<file path="src/source/fp_mul_cfg.svh">
`ifndef FP_MUL_CFG_SVH
`define FP_MUL_CFG_SVH

// 33-bit register format, 9-bit biased exponent
`define FPM_BIAS      9'h0ff
`define FPM_EXP_INF   9'h1fe
`define FPM_EXP_NAN   9'h1ff

// nan fractions
`define FPM_QNAN_FRAC 23'h400001
`define FPM_SNAN_FRAC 23'h000001

// bit positions in the flags output
`define FPM_FLAG_INV  0
`define FPM_FLAG_OVF  1
`define FPM_FLAG_UNF  2
`define FPM_FLAG_INX  3

`endif
</file>
<file path="src/source/fp_mul_pkg.sv">
`default_nettype none

package fp_mul_pkg;

  // code 7 is not named and rounds as truncate
  typedef enum logic [2:0] {
    RND_TRUNC = 3'd0,
    RND_NEAR  = 3'd1,
    RND_EVEN  = 3'd2,
    RND_PLUS  = 3'd3,
    RND_MINUS = 3'd4,
    RND_UP    = 3'd5,
    RND_DOWN  = 3'd6
  } round_mode_e;

  // special result classes, in order of precedence after none
  typedef enum logic [2:0] {
    SPEC_NONE = 3'd0,
    SPEC_COPY = 3'd1,
    SPEC_SNAN = 3'd2,
    SPEC_QNAN = 3'd3,
    SPEC_INF  = 3'd4,
    SPEC_ZERO = 3'd5
  } spec_class_e;

endpackage

`default_nettype wire

</file>
<file path="src/source/fp_mul.sv">
`timescale 1ns/1ps
`default_nettype none

module fp_mul import fp_mul_pkg::*; (
  input  logic        clk,
  input  logic        rst_n,
  input  logic        en,
  input  logic        copy_a,
  input  logic        nan_signal,
  input  logic [32:0] a,
  input  logic [32:0] b,
  input  round_mode_e rmode,
  output logic [32:0] res,
  output logic [3:0]  flags,
  output logic        out_en
);

  // exponent and special-case path
  logic signed [10:0] exp_sum;
  logic               sign;
  spec_class_e        spec;
  logic [32:0]        a_copy;
  logic               valid;

  // significand path
  logic [22:0]        frac_rnd;
  logic [1:0]         exp_inc;
  logic               inexact;

  fp_mul_mant mant_mod (
    .clk      (clk),
    .rst_n    (rst_n),
    .en       (en),
    .a_frac   (a[22:0]),
    .b_frac   (b[22:0]),
    .sign     (sign),
    .rmode    (rmode),
    .frac_rnd (frac_rnd),
    .exp_inc  (exp_inc),
    .inexact  (inexact)
  );

  fp_mul_exp exp_mod (
    .clk        (clk),
    .rst_n      (rst_n),
    .en         (en),
    .copy_a     (copy_a),
    .nan_signal (nan_signal),
    .a          (a),
    .b          (b),
    .exp_sum    (exp_sum),
    .sign       (sign),
    .spec       (spec),
    .a_copy     (a_copy),
    .valid      (valid)
  );

  fp_mul_pack pack_mod (
    .clk      (clk),
    .rst_n    (rst_n),
    .valid    (valid),
    .exp_sum  (exp_sum),
    .exp_inc  (exp_inc),
    .frac_rnd (frac_rnd),
    .inexact  (inexact),
    .sign     (sign),
    .spec     (spec),
    .a_copy   (a_copy),
    .res      (res),
    .flags    (flags),
    .out_en   (out_en)
  );

endmodule

`default_nettype wire

</file>
<file path="src/source/fp_mul_pack.sv">
`timescale 1ns/1ps
`default_nettype none

`include "fp_mul_cfg.svh"

module fp_mul_pack import fp_mul_pkg::*; (
  input  logic               clk,
  input  logic               rst_n,
  input  logic               valid,
  input  logic signed [10:0] exp_sum,
  input  logic [1:0]         exp_inc,
  input  logic [22:0]        frac_rnd,
  input  logic               inexact,
  input  logic               sign,
  input  spec_class_e        spec,
  input  logic [32:0]        a_copy,
  output logic [32:0]        res,
  output logic [3:0]         flags,
  output logic               out_en
);

  logic               sign_s2;
  logic signed [10:0] exp_fin;
  logic               ovf;
  logic               unf;
  logic [32:0]        res_d;
  logic [3:0]         flags_d;

  function automatic logic [32:0] fp_word(
    input logic        s,
    input logic [8:0]  e,
    input logic [22:0] f
  );
    fp_word = {e[8], s, e[7:0], f};
  endfunction

  // sign arrives a stage early and is realigned with the stage 2 data
  always_ff @(posedge clk) begin
    sign_s2 <= sign;
  end

  assign exp_fin = exp_sum + $signed({9'd0, exp_inc});
  assign ovf     = (exp_fin >= $signed({2'b00, `FPM_EXP_INF}));
  assign unf     = (exp_fin <= 11'sd0);

  always_comb begin
    res_d   = fp_word(sign_s2, exp_fin[8:0], frac_rnd);
    flags_d = 4'b0000;
    case (spec)
      SPEC_COPY: begin
        res_d = a_copy;
      end
      SPEC_SNAN: begin
        res_d = fp_word(1'b1, `FPM_EXP_NAN, `FPM_SNAN_FRAC);
        flags_d[`FPM_FLAG_INV] = 1'b1;
      end
      SPEC_QNAN: begin
        res_d = fp_word(1'b1, `FPM_EXP_NAN, `FPM_QNAN_FRAC);
      end
      SPEC_INF: begin
        res_d = fp_word(sign_s2, `FPM_EXP_INF, 23'd0);
      end
      SPEC_ZERO: begin
        res_d = fp_word(sign_s2, 9'h000, 23'd0);
      end
      default: begin
        // clamp to signed infinity or flush to signed zero
        if (ovf) begin
          res_d = fp_word(sign_s2, `FPM_EXP_INF, 23'd0);
          flags_d[`FPM_FLAG_OVF] = 1'b1;
          flags_d[`FPM_FLAG_INX] = 1'b1;
        end else if (unf) begin
          res_d = fp_word(sign_s2, 9'h000, 23'd0);
          flags_d[`FPM_FLAG_UNF] = 1'b1;
          flags_d[`FPM_FLAG_INX] = 1'b1;
        end else begin
          flags_d[`FPM_FLAG_INX] = inexact;
        end
      end
    endcase
  end

  always_ff @(posedge clk or negedge rst_n) begin
    if (!rst_n) begin
      out_en <= 1'b0;
    end else begin
      out_en <= valid;
    end
  end

  // stage 3 outputs hold between results
  always_ff @(posedge clk) begin
    if (valid) begin
      res   <= res_d;
      flags <= flags_d;
    end
  end

  a_ovf_unf_excl: assert property (
    @(posedge clk) disable iff (!rst_n)
    valid |-> !(ovf && unf)
  ) else $error("fp_mul_pack: overflow and underflow flagged together");

endmodule

`default_nettype wire

</file>
<file path="src/source/fp_mul_exp.sv">
`timescale 1ns/1ps
`default_nettype none

`include "fp_mul_cfg.svh"

module fp_mul_exp import fp_mul_pkg::*; (
  input  logic               clk,
  input  logic               rst_n,
  input  logic               en,
  input  logic               copy_a,
  input  logic               nan_signal,
  input  logic [32:0]        a,
  input  logic [32:0]        b,
  output logic signed [10:0] exp_sum,
  output logic               sign,
  output spec_class_e        spec,
  output logic [32:0]        a_copy,
  output logic               valid
);

  logic [8:0]         exp_a;
  logic [8:0]         exp_b;
  logic               a_zero;
  logic               a_inf;
  logic               a_nan;
  logic               b_zero;
  logic               b_inf;
  logic               b_nan;
  logic signed [10:0] sum;
  spec_class_e        cls;

  logic signed [10:0] sum_s1;
  spec_class_e        cls_s1;
  logic [32:0]        a_s1;
  logic               valid_s1;

  // exponent high bit sits above the sign
  assign exp_a = {a[32], a[30:23]};
  assign exp_b = {b[32], b[30:23]};

  assign a_zero = (exp_a == 9'h000);
  assign a_inf  = (exp_a == `FPM_EXP_INF);
  assign a_nan  = (exp_a == `FPM_EXP_NAN);
  assign b_zero = (exp_b == 9'h000);
  assign b_inf  = (exp_b == `FPM_EXP_INF);
  assign b_nan  = (exp_b == `FPM_EXP_NAN);

  // signed so underflow shows up as zero or negative
  assign sum = $signed({2'b00, exp_a}) + $signed({2'b00, exp_b})
             - $signed({2'b00, `FPM_BIAS});

  always_comb begin
    if (copy_a) begin
      cls = SPEC_COPY;
    end else if (a_nan || b_nan || (a_inf && b_zero) || (a_zero && b_inf)) begin
      cls = nan_signal ? SPEC_SNAN : SPEC_QNAN;
    end else if (a_inf || b_inf) begin
      cls = SPEC_INF;
    end else if (a_zero || b_zero) begin
      cls = SPEC_ZERO;
    end else begin
      cls = SPEC_NONE;
    end
  end

  always_ff @(posedge clk or negedge rst_n) begin
    if (!rst_n) begin
      valid_s1 <= 1'b0;
      valid    <= 1'b0;
    end else begin
      valid_s1 <= en;
      valid    <= valid_s1;
    end
  end

  // stage 1, sign leaves here for the rounding decision
  always_ff @(posedge clk) begin
    if (en) begin
      sum_s1 <= sum;
      sign   <= a[31] ^ b[31];
      cls_s1 <= cls;
      a_s1   <= a;
    end
  end

  // stage 2, lines up with the rounded fraction
  always_ff @(posedge clk) begin
    if (valid_s1) begin
      exp_sum <= sum_s1;
      spec    <= cls_s1;
      a_copy  <= a_s1;
    end
  end

  a_copy_class: assert property (
    @(posedge clk) disable iff (!rst_n)
    $past(en && copy_a, 2) |-> (spec == SPEC_COPY)
  ) else $error("fp_mul_exp: copy_a did not reach stage 2 as SPEC_COPY");

endmodule

`default_nettype wire

</file>
<file path="src/source/fp_mul_mant.sv">
`timescale 1ns/1ps
`default_nettype none

module fp_mul_mant import fp_mul_pkg::*; (
  input  logic        clk,
  input  logic        rst_n,
  input  logic        en,
  input  logic [22:0] a_frac,
  input  logic [22:0] b_frac,
  input  logic        sign,
  input  round_mode_e rmode,
  output logic [22:0] frac_rnd,
  output logic [1:0]  exp_inc,
  output logic        inexact
);

  logic [47:0] prod;
  logic [47:0] prod_s1;
  round_mode_e rmode_s1;
  logic        en_s1;

  logic [22:0] kept;
  logic        rnd_bit;
  logic        sticky;
  logic        norm_inc;
  logic        rnd_up;
  logic [23:0] kept_sum;

  // significands with the hidden one
  assign prod = {1'b1, a_frac} * {1'b1, b_frac};

  always_ff @(posedge clk or negedge rst_n) begin
    if (!rst_n) begin
      en_s1 <= 1'b0;
    end else begin
      en_s1 <= en;
    end
  end

  // stage 1
  always_ff @(posedge clk) begin
    if (en) begin
      prod_s1  <= prod;
      rmode_s1 <= rmode;
    end
  end

  // product lies in [1,4), top bit picks the shift
  always_comb begin
    if (prod_s1[47]) begin
      kept     = prod_s1[46:24];
      rnd_bit  = prod_s1[23];
      sticky   = |prod_s1[22:0];
      norm_inc = 1'b1;
    end else begin
      kept     = prod_s1[45:23];
      rnd_bit  = prod_s1[22];
      sticky   = |prod_s1[21:0];
      norm_inc = 1'b0;
    end
  end

  // sign is the stage 1 result sign from the exponent path
  always_comb begin
    case (rmode_s1)
      RND_NEAR: begin
        rnd_up = rnd_bit;
      end
      RND_EVEN: begin
        rnd_up = rnd_bit & (sticky | kept[0]);
      end
      RND_PLUS: begin
        rnd_up = rnd_bit & ~sign;
      end
      RND_MINUS: begin
        rnd_up = rnd_bit & sign;
      end
      RND_UP: begin
        rnd_up = (rnd_bit | sticky) & ~sign;
      end
      RND_DOWN: begin
        rnd_up = (rnd_bit | sticky) & sign;
      end
      default: begin
        rnd_up = 1'b0;
      end
    endcase
  end

  // carry out of all ones wraps the fraction to zero
  assign kept_sum = {1'b0, kept} + {23'd0, rnd_up};

  // stage 2
  always_ff @(posedge clk) begin
    if (en_s1) begin
      frac_rnd <= kept_sum[22:0];
      exp_inc  <= {1'b0, norm_inc} + {1'b0, kept_sum[23]};
      inexact  <= rnd_bit | sticky;
    end
  end

  a_rmode_known: assert property (
    @(posedge clk) disable iff (!rst_n)
    en |-> !$isunknown(rmode)
  ) else $error("fp_mul_mant: rmode unknown while en is high");

endmodule

`default_nettype wire

</file>
<file path="config.mk">
export PLATFORM = sky130hd
export DESIGN_NAME = fp_mul
export DESIGN_NICKNAME = d
export VERILOG_FILES = /design/src/source/fp_mul_pkg.sv /design/src/source/fp_mul.sv /design/src/source/fp_mul_pack.sv /design/src/source/fp_mul_exp.sv /design/src/source/fp_mul_mant.sv
export VERILOG_INCLUDE_DIRS = /design/src /design/src/source
export SDC_FILE = /design/constraint.sdc
export NUM_CORES = 2
export LEC_CHECK = 0
export ABC_AREA = 1
export BUFFER_PORTS_ARGS = -buffer_cell sky130_fd_sc_hd__buf_2
export CAP_MARGIN = 10
export CORE_AREA = 8 8 296 241
export DETAILED_ROUTE_END_ITERATION = 8
export DIE_AREA = 0 0 304 249
export PLACE_DENSITY_LB_ADDON = 0.08
export SLEW_MARGIN = 25
export SYNTH_ARGS = -nofsm -noshare
export SYNTH_HDL_FRONTEND = slang
export SYNTH_SLANG_ARGS = --single-unit
</file>
<file path="constraint.sdc">
create_clock -name clk -period 2.7 [get_ports clk]
set_input_delay 0.27 -clock clk [delete_from_list [all_inputs] [get_ports clk]]
set_output_delay 0.27 -clock clk [all_outputs]
set_load 0.01 [all_outputs]
</file>
After elaboration in Yosys (flattened, before gate mapping)
Index checks and enable logic that the tools add are counted.
{ "classes": {"add_sub_neg": 5, "mul": 1, "n_lt_le_gt_ge": 2, "eq_ne": 15, "muxes": 17, "n_bitwise": 9, "reduce_logical": 13} }
{ "op_table": {"columns": ["cell", "n"], "rows": [
  ["case mux 33 bit (5 select lines)", 1],
  ["2-to-1 mux 33 bit", 2],
  ["multiplier 24 x 24 -> 48 bit", 1],
  ["equality test 9 bit (second input constant)", 4],
  ["adder 23 x 1 -> 24 bit", 1],
  ["2-to-1 mux 23 bit", 1],
  ["OR reduction 23 bit", 1],
  ["OR reduction 22 bit", 1],
  ["zero test 9 bit", 2],
  ["equality test 3 bit (second input constant)", 5],
  ["equality test 3 x 2 -> 1 bit (second input constant)", 4],
  ["adder 11 x 3 -> 11 bit", 1],
  ["greater-or-equal comparator 11 x 10 -> 1 bit (second input constant)", 1],
  ["less-or-equal comparator 11 x 1 -> 1 bit (second input constant)", 1],
  ["subtractor 11 x 9 -> 11 bit (second input constant)", 1],
  ["adder 9 x 9 -> 10 bit", 1],
  ["2-to-1 mux 1 bit", 9],
  ["2-to-1 mux 3 bit", 3],
  ["equality test 3 x 1 -> 1 bit (second input constant)", 2],
  ["case mux 1 bit (6 select lines)", 1],
  ["OR reduction 6 bit", 1],
  ["bitwise AND 1 bit", 5],
  ["logical OR 1 bit", 5],
  ["OR reduction 5 bit", 1],
  ["5 further kinds", 7]
]} }
{ "word_totals": {"ff_bits": 213, "input_bits": 74, "wordCells": 82} }

Depth between registers and ports, before layout
{ "depth": {"word_depth": 7, "depth_mapped": 29, "depth_no_buf": 28} }

By module
Synthesis repeated with hierarchy kept, for this count alone.
{ "hier_totals": {"cells_unflattened": 3626, "hier_area_um2": 29569.6} }
{ "by_module_without_submodules": {"columns": ["mod", "n_inst", "cells_each", "area_per_inst_um2", "seq_area_each_um2"], "rows": [
  ["fp_mul_mant", 1, 3135, 23675.2, 2337.2],
  ["fp_mul_exp", 1, 224, 3678.5, 2902.8],
  ["fp_mul_pack", 1, 267, 2215.9, 1156.1]
]} }

Worst setup path before layout
Ideal clock, no wire load.
{ "synth_timing": {"kind": "input-to-reg", "startpoint": "in b[3]", "endpoint": "reg mant_mod.prod_s1[47] (data pin)", "setup_time_ns": 0.254, "arrival_ns": 5.667, "setup_slack_ns": -3.221, "stages": 26, "n_path_buf": 1, "path_cell_list": "clkbuf_1 > nand2_1 > fa_1 > inv_1 > fa_1 > inv_1 > fa_1 > inv_1 > fa_1 > inv_1 > fa_1 > inv_1 > fa_1 > inv_1 > fa_1 > inv_1 > ha_1 > nand2_1 > nor2_1 > inv_1 > nor3_1 > nand2_1 > nor2_1 > nand2_1 > nand4_1 > nand2_1"} }
{ "synth_between": {"elab_chain_len": 1} }
{ "synth_lines": {"columns": ["item", "line", "text"], "rows": [
  ["from (decl)", "fp_mul.sv:11", "input logic [32:0] b,"],
  ["multiplier 24 x 24 -> 48 bit", "fp_mul_mant.sv:30", "assign prod = {1'b1, a_frac} * {1'b1, b_frac};"],
  ["via mant_mod.prod[47]", "fp_mul_mant.sv:17", "logic [47:0] prod;"],
  ["to (signal assigned)", "fp_mul_mant.sv:43", "prod_s1 <= prod;"],
  ["to (decl)", "fp_mul_mant.sv:18", "logic [47:0] prod_s1;"]
]} }
The timed path passes the listed nets, and every way through them passes these cells.
A chain may end at the register's enable or synchronous reset.

Final worst setup path
{ "layout_timing": {"startpoint": "in b[3]", "endpoint": "reg mant_mod.prod_s1[27] (data pin)"} }
The elaborated chain is that of the path after synthesis.

==> results.sh <==
export IMPL_drive_gt1_frac=0.250
export IMPL_syn_num_nets=4327
export IMPL_clockBufferDepth=3
export IMPL_r2r_slack_ns=0.04
export IMPL_rsz0062_at_grt="true"
export IMPL_chipWidth_um=304
export IMPL_tightest_slew_ns=0.756
export IMPL_avgSynthCellArea_sq_um=8.25
export IMPL_grt_pass1_vias=25478
export IMPL_cts_inserted_buffers=22
export IMPL_ant_nets=0
export IMPL_ys_top_cells_by_area="fa_1, edfxtp_1, inv_1"
export IMPL_end_kind="flip-flop"
export IMPL_port_buffers=111
export IMPL_postSynthCellCount=3581
export IMPL_cp_max_fo=7
export IMPL_areaGrowthSynthToFinish_pct=28.5
export IMPL_yosys_register_bits=213
export IMPL_synthFlopType="edfxtp_1"
export IMPL_place_hpwl_um=70800
export IMPL_status="finished with violations"
export IMPL_wl_per_cell_um=17.6
export IMPL_ioPinCount=112
export IMPL_core_area_sq_um=66500
export IMPL_grt_usage=0.227
export IMPL_fp_dieArea_sq_um=75700
export IMPL_placed_cells_incl_taps=4743
export IMPL_ys_types=44
export IMPL_synth_edf_count=209
export IMPL_layout_setup_ws_ns=-2.76
export IMPL_period_share=2.02
export IMPL_finalHoldViolCount=0
export IMPL_synth_largest_area_cell="fa_1"
export IMPL_cp_cell_sequence="buf_12 -> buf_12 -> buf_4 -> nand2_2 -> fa_1 -> fa_1 -> fa_2 -> inv_1 -> fa_1 -> fa_1 -> fa_1 -> inv_1 -> fa_1 -> inv_2 -> ha_4 -> nand2_4 -> nor2_4 -> nand2_2 -> nor3_2 -> nand2_1 -> nand3_4 -> buf_6 -> xor2_4"
export IMPL_ys_seq_area_frac=0.216
export IMPL_cpMostUsedCell="fa_1"
export IMPL_setup_violations=43
export IMPL_yosysWarnings=0
export IMPL_htreeDepth=1
export IMPL_grt_pass1_wl_um=139000
export IMPL_wirelength_um=85800
export IMPL_cts_root_buffer="clkbuf_16"
export IMPL_grt_max_degree=47
export IMPL_die_h_um=249
export IMPL_clkTransAtPathRegs_ns=0.07
export IMPL_overflow=0
export IMPL_final_net_count=4737
export IMPL_critical_path_class="in -> reg"
export IMPL_clk_latency_ns=0.53
export IMPL_cts_sinks=213
export IMPL_achievable_frequency_ghz=0.183
export IMPL_fin_crit_ns=5.46
export IMPL_violations="negative setup slack"
export IMPL_relSlewSlack=0.493
export IMPL_vias=23654
export IMPL_drt_iter0_markers=1222
export IMPL_slew_viol_final=0
export IMPL_yosysTopAreaCellShare=0.328
export IMPL_finalNonFillerCells=4877
export IMPL_crit_path_top_delay_cell="fa_1"
export IMPL_diodes=0
export IMPL_viasPerCell=4.85
export IMPL_crit_required_ns=3.05
export IMPL_drc_errors=0
export IMPL_antenna_found_initial=2
export IMPL_firstDrtPassIters=5
export IMPL_synthesis_area_sq_um=29500
export IMPL_hp_class="in -> reg"
export IMPL_gp_congestion=0.905
export IMPL_async_flop_share=0.0141
export IMPL_skew_ns=0.0251
export IMPL_cap_violations=0
export IMPL_fp_row_count=85
export IMPL_start_util=0.444
export IMPL_arrival_ns=5.81
export IMPL_worstSetupStartpointType="primary input"
export IMPL_fillers=5980
export IMPL_cts_tree="done"
export IMPL_cpPeakStageDelay_ns=0.55
==> critical path: cells and delay by family <==
kind	cells	cell delay (ns)
xor+xnor	1	0.16
fa+ha+maj	8	3.80
simple gates	7	0.87
buf+inv	7	0.68
==> cells in the final DEF (no fill, tap or decap), types with 9 or more instances in the layout <==
| cell type | instances |
|---|---|
| ha_1 | 137 |
| nand2_2 | 86 |
| o21ai_0 | 45 |
| buf_12 | 35 |
| clkbuf_16 | 25 |
| nor2_4 | 35 |
| o21ai_1 | 14 |
| buf_8 | 19 |
| xnor2_1 | 15 |
| dlygate4sd3_1 | 12 |
| inv_1 | 987 |
| xor2_1 | 31 |
| nand2_4 | 51 |
| nand3_1 | 79 |
| buf_6 | 89 |
| o21ai_4 | 12 |
| o21ai_2 | 14 |
| buf_2 | 65 |
| fa_1 | 461 |
| a21oi_2 | 24 |
| nor2_1 | 119 |
| nand3_2 | 18 |
| nor2_2 | 18 |
| nor3_1 | 11 |
| buf_4 | 263 |
| nand4_1 | 22 |
| xor2_2 | 9 |
| ha_4 | 43 |
| edfxtp_1 | 209 |
| fa_2 | 23 |
| inv_2 | 83 |
| a21oi_4 | 19 |
| nand2_1 | 799 |
| a21oi_1 | 32 |
==> timing repair <==
item                                   CTS  global route
gates resized for setup                433           272
setup endpoints to repair               47            88
hold buffers                            12             0
setup buffers                           48            31
endpoints found under the hold margin   14             0
pin swaps                              166           180
cloned                                   3             3
==> worst paths after layout <==
path                                           from               endpoint  cells past startpoint
worst max register to register  mant_mod.prod_s1[8]  mant_mod.frac_rnd[20]                     15
worst min-delay path                          a[22]       exp_mod.a_s1[22]                      1
worst max-delay path                           b[3]   mant_mod.prod_s1[27]                     23
max in group asynchronous                     rst_n       exp_mod.valid_s1                      2
min in group asynchronous                     rst_n          exp_mod.valid                      2
worst min register to register     exp_mod.a_s1[15]     exp_mod.a_copy[15]                      0
==> registers in the layout, summed over array words and instances (netlist names), 2 cells and up <==
register	cells
mant_mod.frac_rnd	23
exp_mod.a_copy	33
exp_mod.a_s1	33
exp_mod.spec	3
mant_mod.exp_inc	2
exp_mod.cls_s1	3
mant_mod.rmode_s1	3
pack_mod.flags	4
mant_mod.prod_s1	48
exp_mod.exp_sum	11
pack_mod.res	33
exp_mod.sum_s1	11
==> Yosys cell counts (all sizes together), types with 2 or more instances <==
cell type  number
inv          1076
nand2         940
fa            484
edfxtp        209
ha            188
nor2          172
nand3         104
clkbuf         96
o21ai          85
a21oi          75
xor2           42
nand4          24
nor3           22
xnor2          16
buf            13
nand3b          8
o21bai          6
dfrtp           3
nor4            3
o21a            3
a31oi           2
clkinv          2
or2             2
==> cell families after synthesis <==
| kind of cell | synth area share |
|---|---|
| AO/OA/AOI/OAI | 0.0323 |
| XOR/XNOR | 0.0172 |
| adder cells (fa/ha/maj) | 0.408 |
| buffers and inverters | 0.153 |
| flip-flops | 0.216 |
| AND/OR/NAND/NOR | 0.174 |
==> metal layers <==
layer	GRT usage	vias up	wire, um
li1	-	11204	-
met1	0.329	11798	40700
met2	0.372	558	39400
met3	0.0278	94	4380
met4	0.0309	0	1340
met5	0	-	0
==> metrics by stage <==
| step | setup slack (ns) | utilization | area, sq um | hold slack, ns | setup TNS (ns) |
|---|---|---|---|---|---|
| CTS | -2.71 | 0.552 | 36700 | 0.000993 | -101.86 |
| floorplan | -2.76 | - | 30800 | -0.0256 | -102.52 |
| global route | -2.91 | 0.571 | 38000 | 0.00220 | -109.32 |
| detailed placement | -3.81 | 0.507 | 33700 | 0.0675 | -139.70 |
| global placement | -3.86 | 0.507 | 33700 | 0.0652 | -139.05 |
| finish | -2.76 | 0.571 | 38000 | 0.0252 | -103.17 |
==> area by class of cell <==
class / instances / area (sq um) / area share
clock inverter: 12 / 155 / 0.00409
sequential: 213 / 6370 / 0.168
tap: 870 / 1090 / 0.0287
inverter: 1078 / 4060 / 0.107
timing repair buffer: 495 / 4680 / 0.123
multi-input combinational: 2181 / 21000 / 0.554
clock buffer: 28 / 593 / 0.0156
Power is not shown: default switching activity piles up to over one toggle a cycle in this logic, so the estimate is an artifact.
